File: config.mk
export PLATFORM = sky130hd
export DESIGN_NAME = rbe_tile_ctrl
export DESIGN_NICKNAME = d
export VERILOG_FILES = /design/src/hw/rbe_cfg_pkg.sv /design/src/hw/rbe_ctrl_pkg.sv /design/src/hw/rbe_addr_gen.sv /design/src/hw/rbe_cfg_regs.sv /design/src/hw/rbe_main_fsm.sv /design/src/hw/rbe_offset_ctrl.sv /design/src/hw/rbe_tile_ctrl.sv /design/src/hw/rbe_tile_loop.sv
export SDC_FILE = /design/constraint.sdc
export NUM_CORES = 1
export LEC_CHECK = 0
export BUFFER_PORTS_ARGS = -buffer_cell sky130_fd_sc_hd__buf_2
export CAP_MARGIN = 10
export CORE_MARGIN = 3
export CORE_UTILIZATION = 59
export CTS_CLUSTER_SIZE = 40
export DETAILED_ROUTE_END_ITERATION = 8
export GPL_ROUTABILITY_DRIVEN = 0
export GPL_TIMING_DRIVEN = 0
export PLACE_DENSITY = 0.84
export SLEW_MARGIN = 30
export SYNTH_ARGS = -nofsm -noshare
export SYNTH_HDL_FRONTEND = slang
export SYNTH_HIERARCHICAL = 1
export SYNTH_SLANG_ARGS = --single-unit
File: constraint.sdc
create_clock -name clk_i -period 7.27 [get_ports clk_i]
set_clock_uncertainty 0.05 [all_clocks]
set_input_delay 1.454 -clock clk_i [delete_from_list [all_inputs] [get_ports clk_i]]
set_output_delay 1.454 -clock clk_i [all_outputs]
set_load 0.02 [all_outputs]
File: src/hw/rbe_cfg_pkg.sv
// register map and bus-side field types shared by the config slave and the datapath
`default_nettype none

package rbe_cfg_pkg;

  ///////////////////////////////////////////////////
  // bus and field widths
  ///////////////////////////////////////////////////

  typedef logic [3:0]  wb_addr_t;
  typedef logic [31:0] wb_data_t;
  typedef logic [31:0] mem_addr_t;
  typedef logic [7:0]  tile_cnt_t;
  typedef logic [3:0]  qw_t;

  ///////////////////////////////////////////////////
  // register word indices
  ///////////////////////////////////////////////////

  localparam wb_addr_t REG_X_ADDR  = 4'd0;
  localparam wb_addr_t REG_W_ADDR  = 4'd1;
  localparam wb_addr_t REG_NQ_ADDR = 4'd2;
  localparam wb_addr_t REG_Y_ADDR  = 4'd3;
  // input tiles [7:0], output tiles [15:8]
  localparam wb_addr_t REG_TILES   = 4'd4;
  // 3x3 mode [0], qw [7:4]
  localparam wb_addr_t REG_MODE    = 4'd5;
  // write bit 0 starts a job, read bit 0 is busy
  localparam wb_addr_t REG_CTRL    = 4'd6;

endpackage

`default_nettype wire

File: src/hw/rbe_ctrl_pkg.sv
// sequencer states, stream ids and stream geometry used by the tile controller
`default_nettype none

package rbe_ctrl_pkg;

  typedef enum logic [3:0] {
    IDLE,
    FEAT_REQ,
    FEAT_WAIT,
    WEIGHT_REQ,
    WEIGHT_WAIT,
    NORM_REQ,
    NORM_WAIT,
    OUT_REQ,
    OUT_WAIT,
    UPDATE_IDX,
    TERMINATE
  } ctrl_state_e;

  typedef enum logic [1:0] {
    FEAT,
    WEIGHT,
    NORM,
    OUT
  } stream_sel_e;

  typedef logic [15:0] stream_len_t;

  ///////////////////////////////////////////////////
  // stream geometry
  ///////////////////////////////////////////////////

  localparam int unsigned TP            = 32;
  localparam int unsigned FEAT_LEN_FS1  = 9;
  localparam int unsigned FEAT_LEN_FS3  = 25;
  localparam int unsigned OUT_LEN       = 9;
  localparam int unsigned NORM_LEN      = 8;
  localparam int unsigned BLOCK_STRIDE  = 32;
  localparam int unsigned NORM_STRIDE   = 24;
  localparam int unsigned W_STRIDE_FS3  = 36;

  // per-tile footprint in memory, bytes
  localparam int unsigned X_TILE_BYTES  = 256;
  localparam int unsigned W_TILE_BYTES  = 1152;
  localparam int unsigned NQ_TILE_BYTES = 64;
  localparam int unsigned Y_TILE_BYTES  = 256;

  // pipeline depth from offset control to the accumulators
  localparam int unsigned OFFSET_DELAY  = 3;

endpackage

`default_nettype wire

File: src/hw/rbe_addr_gen.sv
// registered request stage that builds address, length and stride of the selected stream
`timescale 1ns/1ps
`default_nettype none

module rbe_addr_gen (
  input  wire logic                      clk_i,
  input  wire logic                      rst_ni,
  input  wire logic                      issue_i,
  input  wire rbe_ctrl_pkg::stream_sel_e sel_i,
  input  wire rbe_cfg_pkg::mem_addr_t    x_addr_i,
  input  wire rbe_cfg_pkg::mem_addr_t    w_addr_i,
  input  wire rbe_cfg_pkg::mem_addr_t    nq_addr_i,
  input  wire rbe_cfg_pkg::mem_addr_t    y_addr_i,
  input  wire logic                      fs3_i,
  input  wire rbe_cfg_pkg::qw_t          qw_i,
  input  wire rbe_cfg_pkg::tile_cnt_t    k_in_idx_i,
  input  wire rbe_cfg_pkg::tile_cnt_t    k_out_idx_i,
  input  wire rbe_cfg_pkg::tile_cnt_t    w_tile_idx_i,
  output logic                           req_start_o,
  output rbe_ctrl_pkg::stream_sel_e      req_sel_o,
  output rbe_cfg_pkg::mem_addr_t         req_addr_o,
  output rbe_ctrl_pkg::stream_len_t      req_len_o,
  output rbe_ctrl_pkg::stream_len_t      req_stride_o
);

  rbe_cfg_pkg::mem_addr_t    addr_d;
  rbe_ctrl_pkg::stream_len_t len_d;
  rbe_ctrl_pkg::stream_len_t stride_d;

  always_comb begin
    case (sel_i)
      rbe_ctrl_pkg::FEAT: begin
        addr_d   = x_addr_i + rbe_cfg_pkg::mem_addr_t'(k_in_idx_i) * rbe_ctrl_pkg::X_TILE_BYTES;
        len_d    = fs3_i ? rbe_ctrl_pkg::stream_len_t'(rbe_ctrl_pkg::FEAT_LEN_FS3)
                         : rbe_ctrl_pkg::stream_len_t'(rbe_ctrl_pkg::FEAT_LEN_FS1);
        stride_d = rbe_ctrl_pkg::stream_len_t'(rbe_ctrl_pkg::BLOCK_STRIDE);
      end
      rbe_ctrl_pkg::WEIGHT: begin
        addr_d = w_addr_i + rbe_cfg_pkg::mem_addr_t'(w_tile_idx_i) * rbe_ctrl_pkg::W_TILE_BYTES;
        // 3x3 streams all qw bit planes at once, plus two header words
        if (fs3_i) begin
          len_d    = rbe_ctrl_pkg::stream_len_t'(
              rbe_ctrl_pkg::stream_len_t'(qw_i) * rbe_ctrl_pkg::TP + 2);
          stride_d = rbe_ctrl_pkg::stream_len_t'(rbe_ctrl_pkg::W_STRIDE_FS3);
        end else begin
          len_d    = rbe_ctrl_pkg::stream_len_t'(rbe_ctrl_pkg::TP + 2);
          stride_d = rbe_ctrl_pkg::stream_len_t'({qw_i, 2'b00});
        end
      end
      rbe_ctrl_pkg::NORM: begin
        addr_d   = nq_addr_i + rbe_cfg_pkg::mem_addr_t'(k_out_idx_i) * rbe_ctrl_pkg::NQ_TILE_BYTES;
        len_d    = rbe_ctrl_pkg::stream_len_t'(rbe_ctrl_pkg::NORM_LEN);
        stride_d = rbe_ctrl_pkg::stream_len_t'(rbe_ctrl_pkg::NORM_STRIDE);
      end
      default: begin
        addr_d   = y_addr_i + rbe_cfg_pkg::mem_addr_t'(k_out_idx_i) * rbe_ctrl_pkg::Y_TILE_BYTES;
        len_d    = rbe_ctrl_pkg::stream_len_t'(rbe_ctrl_pkg::OUT_LEN);
        stride_d = rbe_ctrl_pkg::stream_len_t'(rbe_ctrl_pkg::BLOCK_STRIDE);
      end
    endcase
  end

  always_ff @(posedge clk_i or negedge rst_ni) begin
    if (!rst_ni) begin
      req_start_o <= 1'b0;
    end else begin
      req_start_o <= issue_i;
    end
  end

  // fields held until the next issue
  always_ff @(posedge clk_i) begin
    if (issue_i) begin
      req_sel_o    <= sel_i;
      req_addr_o   <= addr_d;
      req_len_o    <= len_d;
      req_stride_o <= stride_d;
    end
  end

endmodule

`default_nettype wire

File: src/hw/rbe_cfg_regs.sv
// wishbone classic register slave holding the job configuration, raises the job start
`timescale 1ns/1ps
`default_nettype none

module rbe_cfg_regs (
  input  wire logic                  clk_i,
  input  wire logic                  rst_ni,
  input  wire logic                  wb_cyc_i,
  input  wire logic                  wb_stb_i,
  input  wire logic                  wb_we_i,
  input  wire rbe_cfg_pkg::wb_addr_t wb_adr_i,
  input  wire rbe_cfg_pkg::wb_data_t wb_dat_i,
  input  wire logic                  busy_i,
  output logic                       wb_ack_o,
  output rbe_cfg_pkg::wb_data_t      wb_dat_o,
  output logic                       start_o,
  output rbe_cfg_pkg::mem_addr_t     x_addr_o,
  output rbe_cfg_pkg::mem_addr_t     w_addr_o,
  output rbe_cfg_pkg::mem_addr_t     nq_addr_o,
  output rbe_cfg_pkg::mem_addr_t     y_addr_o,
  output rbe_cfg_pkg::tile_cnt_t     n_k_in_o,
  output rbe_cfg_pkg::tile_cnt_t     n_k_out_o,
  output logic                       fs3_o,
  output rbe_cfg_pkg::qw_t           qw_o
);

  logic ack_q;
  logic wr_en;

  // single-cycle ack, one cycle after the strobe
  always_ff @(posedge clk_i or negedge rst_ni) begin
    if (!rst_ni) begin
      ack_q <= 1'b0;
    end else begin
      ack_q <= wb_cyc_i & wb_stb_i & ~ack_q;
    end
  end

  assign wb_ack_o = ack_q;

  // writes land at the end of the ack cycle
  assign wr_en   = ack_q & wb_cyc_i & wb_stb_i & wb_we_i;
  assign start_o = wr_en & (wb_adr_i == rbe_cfg_pkg::REG_CTRL) & wb_dat_i[0];

  always_ff @(posedge clk_i or negedge rst_ni) begin
    if (!rst_ni) begin
      x_addr_o  <= '0;
      w_addr_o  <= '0;
      nq_addr_o <= '0;
      y_addr_o  <= '0;
      n_k_in_o  <= '0;
      n_k_out_o <= '0;
      fs3_o     <= 1'b0;
      qw_o      <= '0;
    end else if (wr_en) begin
      case (wb_adr_i)
        rbe_cfg_pkg::REG_X_ADDR:  x_addr_o  <= wb_dat_i;
        rbe_cfg_pkg::REG_W_ADDR:  w_addr_o  <= wb_dat_i;
        rbe_cfg_pkg::REG_NQ_ADDR: nq_addr_o <= wb_dat_i;
        rbe_cfg_pkg::REG_Y_ADDR:  y_addr_o  <= wb_dat_i;
        rbe_cfg_pkg::REG_TILES: begin
          n_k_in_o  <= wb_dat_i[7:0];
          n_k_out_o <= wb_dat_i[15:8];
        end
        rbe_cfg_pkg::REG_MODE: begin
          fs3_o <= wb_dat_i[0];
          qw_o  <= wb_dat_i[7:4];
        end
        default: ;
      endcase
    end
  end

  // read mux, sampled by the master while ack is high
  always_comb begin
    case (wb_adr_i)
      rbe_cfg_pkg::REG_X_ADDR:  wb_dat_o = x_addr_o;
      rbe_cfg_pkg::REG_W_ADDR:  wb_dat_o = w_addr_o;
      rbe_cfg_pkg::REG_NQ_ADDR: wb_dat_o = nq_addr_o;
      rbe_cfg_pkg::REG_Y_ADDR:  wb_dat_o = y_addr_o;
      rbe_cfg_pkg::REG_TILES:   wb_dat_o = {16'h0000, n_k_out_o, n_k_in_o};
      rbe_cfg_pkg::REG_MODE:    wb_dat_o = {24'h000000, qw_o, 3'b000, fs3_o};
      rbe_cfg_pkg::REG_CTRL:    wb_dat_o = {31'h0, busy_i};
      default:                  wb_dat_o = '0;
    endcase
  end

endmodule

`default_nettype wire

File: src/hw/rbe_main_fsm.sv
// job sequencer, orders the stream requests per tile and steps the tile loop
`timescale 1ns/1ps
`default_nettype none

module rbe_main_fsm (
  input  wire logic               clk_i,
  input  wire logic               rst_ni,
  input  wire logic               start_i,
  input  wire logic               stream_ready_i,
  input  wire logic               stream_done_i,
  input  wire logic               last_k_in_i,
  input  wire logic               last_tile_i,
  output logic                    busy_o,
  output logic                    issue_o,
  output rbe_ctrl_pkg::stream_sel_e sel_o,
  output logic                    loop_clear_o,
  output logic                    loop_step_o,
  output logic                    weight_phase_o,
  output logic                    done_o
);

  rbe_ctrl_pkg::ctrl_state_e state_q, state_d;

  always_ff @(posedge clk_i or negedge rst_ni) begin
    if (!rst_ni) begin
      state_q <= rbe_ctrl_pkg::IDLE;
    end else begin
      state_q <= state_d;
    end
  end

  //////////////////////////////////////////////////
  // next state and request control
  //////////////////////////////////////////////////

  always_comb begin
    state_d      = state_q;
    issue_o      = 1'b0;
    sel_o        = rbe_ctrl_pkg::FEAT;
    loop_clear_o = 1'b0;
    loop_step_o  = 1'b0;
    done_o       = 1'b0;

    case (state_q)
      rbe_ctrl_pkg::IDLE: begin
        if (start_i) begin
          loop_clear_o = 1'b1;
          state_d      = rbe_ctrl_pkg::FEAT_REQ;
        end
      end

      // request states hold while the streamer is not ready
      rbe_ctrl_pkg::FEAT_REQ: begin
        issue_o = stream_ready_i;
        if (stream_ready_i) state_d = rbe_ctrl_pkg::FEAT_WAIT;
      end
      rbe_ctrl_pkg::WEIGHT_REQ: begin
        sel_o   = rbe_ctrl_pkg::WEIGHT;
        issue_o = stream_ready_i;
        if (stream_ready_i) state_d = rbe_ctrl_pkg::WEIGHT_WAIT;
      end
      rbe_ctrl_pkg::NORM_REQ: begin
        sel_o   = rbe_ctrl_pkg::NORM;
        issue_o = stream_ready_i;
        if (stream_ready_i) state_d = rbe_ctrl_pkg::NORM_WAIT;
      end
      rbe_ctrl_pkg::OUT_REQ: begin
        sel_o   = rbe_ctrl_pkg::OUT;
        issue_o = stream_ready_i;
        if (stream_ready_i) state_d = rbe_ctrl_pkg::OUT_WAIT;
      end

      rbe_ctrl_pkg::FEAT_WAIT: begin
        if (stream_done_i) state_d = rbe_ctrl_pkg::WEIGHT_REQ;
      end
      rbe_ctrl_pkg::WEIGHT_WAIT: begin
        // normquant and store only after the last input tile
        if (stream_done_i) begin
          state_d = last_k_in_i ? rbe_ctrl_pkg::NORM_REQ : rbe_ctrl_pkg::UPDATE_IDX;
        end
      end
      rbe_ctrl_pkg::NORM_WAIT: begin
        if (stream_done_i) state_d = rbe_ctrl_pkg::OUT_REQ;
      end
      rbe_ctrl_pkg::OUT_WAIT: begin
        if (stream_done_i) state_d = rbe_ctrl_pkg::UPDATE_IDX;
      end

      rbe_ctrl_pkg::UPDATE_IDX: begin
        if (last_tile_i) begin
          state_d = rbe_ctrl_pkg::TERMINATE;
        end else begin
          loop_step_o = 1'b1;
          state_d     = rbe_ctrl_pkg::FEAT_REQ;
        end
      end

      rbe_ctrl_pkg::TERMINATE: begin
        done_o  = 1'b1;
        state_d = rbe_ctrl_pkg::IDLE;
      end

      default: state_d = rbe_ctrl_pkg::IDLE;
    endcase
  end

  // start is only looked at in IDLE, so a start mid-job is dropped
  assign busy_o         = (state_q != rbe_ctrl_pkg::IDLE);
  assign weight_phase_o = (state_q == rbe_ctrl_pkg::WEIGHT_WAIT);

endmodule

`default_nettype wire

File: src/hw/rbe_offset_ctrl.sv
// accumulator offset control, enables on the first two weight handshakes, delayed 3 cycles
`timescale 1ns/1ps
`default_nettype none

module rbe_offset_ctrl (
  input  wire logic clk_i,
  input  wire logic rst_ni,
  input  wire logic weight_phase_i,
  input  wire logic weight_valid_i,
  output logic      aq_offset_en_o,
  output logic      aq_offset_state_o
);

  logic [1:0] ws_cnt_q;
  logic       offset_en;
  logic       offset_state_q;
  logic [rbe_ctrl_pkg::OFFSET_DELAY-1:0] en_dly_q;
  logic [rbe_ctrl_pkg::OFFSET_DELAY-1:0] state_dly_q;

  assign offset_en = weight_phase_i & weight_valid_i & (ws_cnt_q < 2'd2);

  always_ff @(posedge clk_i or negedge rst_ni) begin
    if (!rst_ni) begin
      ws_cnt_q       <= '0;
      offset_state_q <= 1'b0;
      en_dly_q       <= '0;
      state_dly_q    <= '0;
    end else begin
      // saturating, so no re-enable on long weight streams
      if (!weight_phase_i) begin
        ws_cnt_q <= '0;
      end else if (weight_valid_i && ws_cnt_q != 2'd3) begin
        ws_cnt_q <= ws_cnt_q + 2'd1;
      end
      if (offset_en) begin
        offset_state_q <= ~offset_state_q;
      end
      // align with the accumulator pipeline
      en_dly_q    <= {en_dly_q[rbe_ctrl_pkg::OFFSET_DELAY-2:0], offset_en};
      state_dly_q <= {state_dly_q[rbe_ctrl_pkg::OFFSET_DELAY-2:0], offset_state_q};
    end
  end

  assign aq_offset_en_o    = en_dly_q[rbe_ctrl_pkg::OFFSET_DELAY-1];
  assign aq_offset_state_o = state_dly_q[rbe_ctrl_pkg::OFFSET_DELAY-1];

endmodule

`default_nettype wire

File: src/hw/rbe_tile_ctrl.sv
// top of the tile sequencer, connects config slave, FSM, tile loop, request stage and offsets
`timescale 1ns/1ps
`default_nettype none

module rbe_tile_ctrl (
  input  wire logic                  clk_i,
  input  wire logic                  rst_ni,
  input  wire logic                  wb_cyc_i,
  input  wire logic                  wb_stb_i,
  input  wire logic                  wb_we_i,
  input  wire rbe_cfg_pkg::wb_addr_t wb_adr_i,
  input  wire rbe_cfg_pkg::wb_data_t wb_dat_i,
  output logic                       wb_ack_o,
  output rbe_cfg_pkg::wb_data_t      wb_dat_o,
  input  wire logic                  stream_ready_i,
  input  wire logic                  stream_done_i,
  input  wire logic                  weight_valid_i,
  output logic                       req_start_o,
  output rbe_ctrl_pkg::stream_sel_e  req_sel_o,
  output rbe_cfg_pkg::mem_addr_t     req_addr_o,
  output rbe_ctrl_pkg::stream_len_t  req_len_o,
  output rbe_ctrl_pkg::stream_len_t  req_stride_o,
  output logic                       done_o,
  output logic                       aq_offset_en_o,
  output logic                       aq_offset_state_o
);

  //////////////////////////////////////////////////
  // internal wiring
  //////////////////////////////////////////////////

  logic                      start, busy, issue, loop_clear, loop_step;
  logic                      weight_phase, last_k_in, last_tile, fs3;
  rbe_ctrl_pkg::stream_sel_e sel;
  rbe_cfg_pkg::mem_addr_t    x_addr, w_addr, nq_addr, y_addr;
  rbe_cfg_pkg::tile_cnt_t    n_k_in, n_k_out, k_in_idx, k_out_idx, w_tile_idx;
  rbe_cfg_pkg::qw_t          qw;

  rbe_cfg_regs i_cfg_regs (
    .clk_i, .rst_ni, .wb_cyc_i, .wb_stb_i, .wb_we_i, .wb_adr_i, .wb_dat_i,
    .busy_i    (busy),
    .wb_ack_o, .wb_dat_o,
    .start_o   (start),
    .x_addr_o  (x_addr),
    .w_addr_o  (w_addr),
    .nq_addr_o (nq_addr),
    .y_addr_o  (y_addr),
    .n_k_in_o  (n_k_in),
    .n_k_out_o (n_k_out),
    .fs3_o     (fs3),
    .qw_o      (qw)
  );

  rbe_main_fsm i_main_fsm (
    .clk_i, .rst_ni,
    .start_i        (start),
    .stream_ready_i, .stream_done_i,
    .last_k_in_i    (last_k_in),
    .last_tile_i    (last_tile),
    .busy_o         (busy),
    .issue_o        (issue),
    .sel_o          (sel),
    .loop_clear_o   (loop_clear),
    .loop_step_o    (loop_step),
    .weight_phase_o (weight_phase),
    .done_o
  );

  rbe_tile_loop i_tile_loop (
    .clk_i, .rst_ni,
    .loop_clear_i (loop_clear),
    .loop_step_i  (loop_step),
    .n_k_in_i     (n_k_in),
    .n_k_out_i    (n_k_out),
    .k_in_idx_o   (k_in_idx),
    .k_out_idx_o  (k_out_idx),
    .w_tile_idx_o (w_tile_idx),
    .last_k_in_o  (last_k_in),
    .last_tile_o  (last_tile)
  );

  rbe_addr_gen i_addr_gen (
    .clk_i, .rst_ni,
    .issue_i      (issue),
    .sel_i        (sel),
    .x_addr_i     (x_addr),
    .w_addr_i     (w_addr),
    .nq_addr_i    (nq_addr),
    .y_addr_i     (y_addr),
    .fs3_i        (fs3),
    .qw_i         (qw),
    .k_in_idx_i   (k_in_idx),
    .k_out_idx_i  (k_out_idx),
    .w_tile_idx_i (w_tile_idx),
    .req_start_o, .req_sel_o, .req_addr_o, .req_len_o, .req_stride_o
  );

  rbe_offset_ctrl i_offset_ctrl (
    .clk_i, .rst_ni,
    .weight_phase_i (weight_phase),
    .weight_valid_i,
    .aq_offset_en_o, .aq_offset_state_o
  );

endmodule

`default_nettype wire

File: src/hw/rbe_tile_loop.sv
// two-level tile counter, input tiles inner and output tiles outer, stepped by the FSM
`timescale 1ns/1ps
`default_nettype none

module rbe_tile_loop (
  input  wire logic                   clk_i,
  input  wire logic                   rst_ni,
  input  wire logic                   loop_clear_i,
  input  wire logic                   loop_step_i,
  input  wire rbe_cfg_pkg::tile_cnt_t n_k_in_i,
  input  wire rbe_cfg_pkg::tile_cnt_t n_k_out_i,
  output rbe_cfg_pkg::tile_cnt_t      k_in_idx_o,
  output rbe_cfg_pkg::tile_cnt_t      k_out_idx_o,
  output rbe_cfg_pkg::tile_cnt_t      w_tile_idx_o,
  output logic                        last_k_in_o,
  output logic                        last_tile_o
);

  logic last_k_out;

  // counts of zero are not supported
  assign last_k_in_o = (k_in_idx_o == rbe_cfg_pkg::tile_cnt_t'(n_k_in_i - 8'd1));
  assign last_k_out  = (k_out_idx_o == rbe_cfg_pkg::tile_cnt_t'(n_k_out_i - 8'd1));
  assign last_tile_o = last_k_in_o & last_k_out;

  always_ff @(posedge clk_i or negedge rst_ni) begin
    if (!rst_ni) begin
      k_in_idx_o   <= '0;
      k_out_idx_o  <= '0;
      w_tile_idx_o <= '0;
    end else if (loop_clear_i) begin
      k_in_idx_o   <= '0;
      k_out_idx_o  <= '0;
      w_tile_idx_o <= '0;
    end else if (loop_step_i) begin
      // weights are laid out linearly, one tile per step
      w_tile_idx_o <= w_tile_idx_o + 8'd1;
      if (last_k_in_o) begin
        k_in_idx_o  <= '0;
        k_out_idx_o <= k_out_idx_o + 8'd1;
      end else begin
        k_in_idx_o  <= k_in_idx_o + 8'd1;
      end
    end
  end

endmodule

`default_nettype wire

==> summary.md <==
| Metric | Value |
|---|---|
| Status | `finished clean` |
| Hold crit path type | `reg -> reg` |
| Post-synth top cells | `dfrtp_1, mux2_2, nor2_1, xnor2_1, ha_1` |
| Final setup fails | `0` |
| Req. time, crit path | `5.77 ns` |
| NetSw | `1.64 mW` |
| Inserted Clock Buffers | `26` |
| Post-synthesis cell area | `15100 µm²` |
| Post-synth cell types | `106` |
| Sw Ratio | `0.361` |
| HPWL after DPL | `32900 µm` |
| Total congestion overflow | `0` |
| Core area | `24700 µm²` |
| Top cells by area, synth | `dfrtp_1, mux2_2, edfxtp_1, ha_1, xnor2_1` |
| CP max FO | `10` |
| Layout cell share with drive strength beyond 1 | `0.279` |
| Pwr/cell area | `264 nW/µm²` |
| Setup TNS | `0 ns` |
| Wl on met1 | `17200 µm` |
| Fmax | `0.189 GHz` |
| Most frequent cell after synthesis | `dfrtp_1` |
| Wire length on met2 | `20600 µm` |
| Highest routed layer | `met5` |
| Die area | `27600 µm²` |
| Maximum clock insertion buffer count | `3` |
| DRT Pass-1 Iters | `9` |
| Ys Warns | `6` |
| RSZ-0062 raised after global routing | `no` |
| Final ANT Viol Nets | `0` |
| Drt wl/cell | `24.6 µm` |
| I/O pins | `147` |
| # rows | `57` |
| Clock insertion delay at the later pin of the skew report | `0.55 ns` |
| Pin count of the biggest net entering global routing | `89` |
| Via/cell ratio | `6.78` |
| First-pass GRT wire length | `70300 µm` |
| Post-cts sizing count | `0` |
| Sequential share of the synthesized area | `0.402` |
| Post-synth top area cell | `dfrtp_1` |
| Seq pwr share | `0.365` |
| Die width | `166 µm` |
| Max VDD drop | `0.178 mV` |
| Synth Area per Inst | `11.2 µm²` |
| Postcts setup bufs | `0` |
| Crit path time final | `5.29 ns` |
| Post-synth EDFFs | `46` |
| Clock sink count | `234` |
| Slew headroom | `0.350` |
| First-iteration detailed-routing DRC count | `1680` |
| Synth Instances | `1355` |
| GRT Total Usage | `0.321` |
| CP Launch Type | `input pin` |
| Synth top area share | `0.311` |
| Final Net Count | `1635` |
| Logic gate share of total power | `0.333` |
| H-tree levels | `1` |
| Final instance area | `17200 µm²` |
| Initial antenna violation count | `5` |
| Seq cells post-synth | `234` |
| CTS tree | `done` |
| Clock transition at path regs | `0.05 ns` |
| Vert. Die Dim | `166 µm` |
| Hold Vio Cnt, Final | `0` |
| Worst-Margin Slew | `0.967 ns` |
| Clock root buffer | `clkbuf_16` |
| Final Slew Violations | `0` |
| Asr flop ratio synth | `0.803` |
| DRC | `0` |
| Routed WL | `46100 µm` |
| Crit Path Class | `in -> out` |
| Pleak | `7.78 nW` |
| Vias in the first global route | `12400` |
| Area grow syn2layout | `13.7%` |
| Max-Cap Viols | `0` |
| Placed Area | `16300 µm²` |
| Main synth FF type | `dfrtp_1` |
| WL met3 | `5680 µm` |
| Clock power share | `0.302` |
| Period utilization | `0.727` |
| Critical path capture point type | `primary output` |
| Via count | `12700` |
| CTS Hold Bufs | `0` |
| Buffers added on ports | `123` |
| Critical Path AT | `3.78 ns` |
| Initial Utilization | `0.611` |
| Int Pwr | `2.90 mW` |
layout make-up:
class / instances / area (µm²)
multi-input combinational: 1018 / 8520
fill: 1732 / 7540
sequential: 234 / 6090
clock buffer: 34 / 701
timing repair buffer: 126 / 701
buffer: 82 / 450
tap: 324 / 405
clock inverter: 13 / 180
inverter: 40 / 150
antenna: 4 / 10.0
flip-flops by register name, indices dropped and copies added (netlist names), 8 cells and up:
signal	cells
i_cfg_regs/n_k_out_o	8
i_cfg_regs/n_k_in_o	8
i_cfg_regs/w_addr_o	32
i_tile_loop/k_out_idx_o	8
i_tile_loop/k_in_idx_o	8
i_addr_gen/req_len_o	8
i_cfg_regs/x_addr_o	32
i_addr_gen/req_addr_o	32
i_tile_loop/w_tile_idx_o	8
i_cfg_regs/nq_addr_o	32
i_cfg_regs/y_addr_o	32
power groups by stage:
stage                     sequential (mW)  combinational (mW)  clock [mW]
after floorplan                      1.71               0.938           0
after global placement               1.67                1.39           0
after detailed placement             1.67                1.46           0
after CTS                            1.65                1.47        1.38
after global routing                 1.67                1.61        1.44
final                                1.66                1.51        1.37
critical path, stage by stage:
cell	delay [ns]
buf_2	0.15
clkbuf_1	0.64
buf_1	0.68
mux4_2	0.41
a21oi_1	0.23
buf_2	0.21
stage by stage:
stage / hold WS [ns] / instances / util / setup WS, ns / total power [mW]
2_1_floorplan: 0.281 / 1374 / - / 2.80 / 2.65
3_3_place_gp: 0.282 / 1821 / 0.655 / 1.68 / 3.06
3_5_place_dp: 0.286 / 1824 / 0.659 / 2.09 / 3.13
4_1_cts: 0.299 / 1871 / 0.695 / 2.09 / 4.50
5_1_grt: 0.313 / 1873 / 0.695 / 1.96 / 4.72
6_report: 0.298 / 1875 / 0.695 / 1.98 / 4.53
cell families after synthesis:
logic type      share of synthesized area
other cells                      0.000248
fa+ha+maj                          0.0546
simple gates                        0.127
xor+xnor                           0.0584
buf+inv                            0.0397
compound gates                      0.151
flops                               0.402
mux                                 0.166
path summary, 6_finish.rpt:
check / start / to / slack, ns / cells past startpoint
setup / recovery: wb_adr_i[1] / wb_dat_o[0] / 1.98 / 6
hold / removal: i_offset_ctrl/en_dly_q[1] / i_offset_ctrl/en_dly_q[2] / 0.30 / 0
max in group asynchronous: rst_ni / i_tile_loop/w_tile_idx_o[5] / 5.76 / 2
setup reg to reg: i_tile_loop/w_tile_idx_o[1] / i_addr_gen/req_addr_o[29] / 2.75 / 17
min in group asynchronous: rst_ni / i_cfg_regs/x_addr_o[4] / 0.68 / 1
hold reg to reg: i_offset_ctrl/en_dly_q[1] / i_offset_ctrl/en_dly_q[2] / 0.30 / 0
layer usage:
layer,GRT usage,vias to the layer above
li1,-,5444
met1,0.417,6196
met2,0.498,876
met3,0.0890,199
met4,0.162,6
met5,0,-
layout by cell type (no fill, tap or decap), types with 23 or more instances in the layout:
master	netlist	final
a21o_1	23	23
a21oi_1	57	57
and2_1	36	35
buf_2	21	143
clkbuf_1	30	36
clkbuf_16	0	26
dfrtp_1	188	188
edfxtp_1	46	46
ha_1	58	58
inv_1	39	39
mux2_2	123	123
mux2_4	32	32
mux2i_1	27	27
nand2_1	54	54
nand3_1	34	34
nor2_1	65	65
o21ai_0	36	36
xnor2_1	65	65
xor2_1	34	34
(Power assumes the default switching activity.)
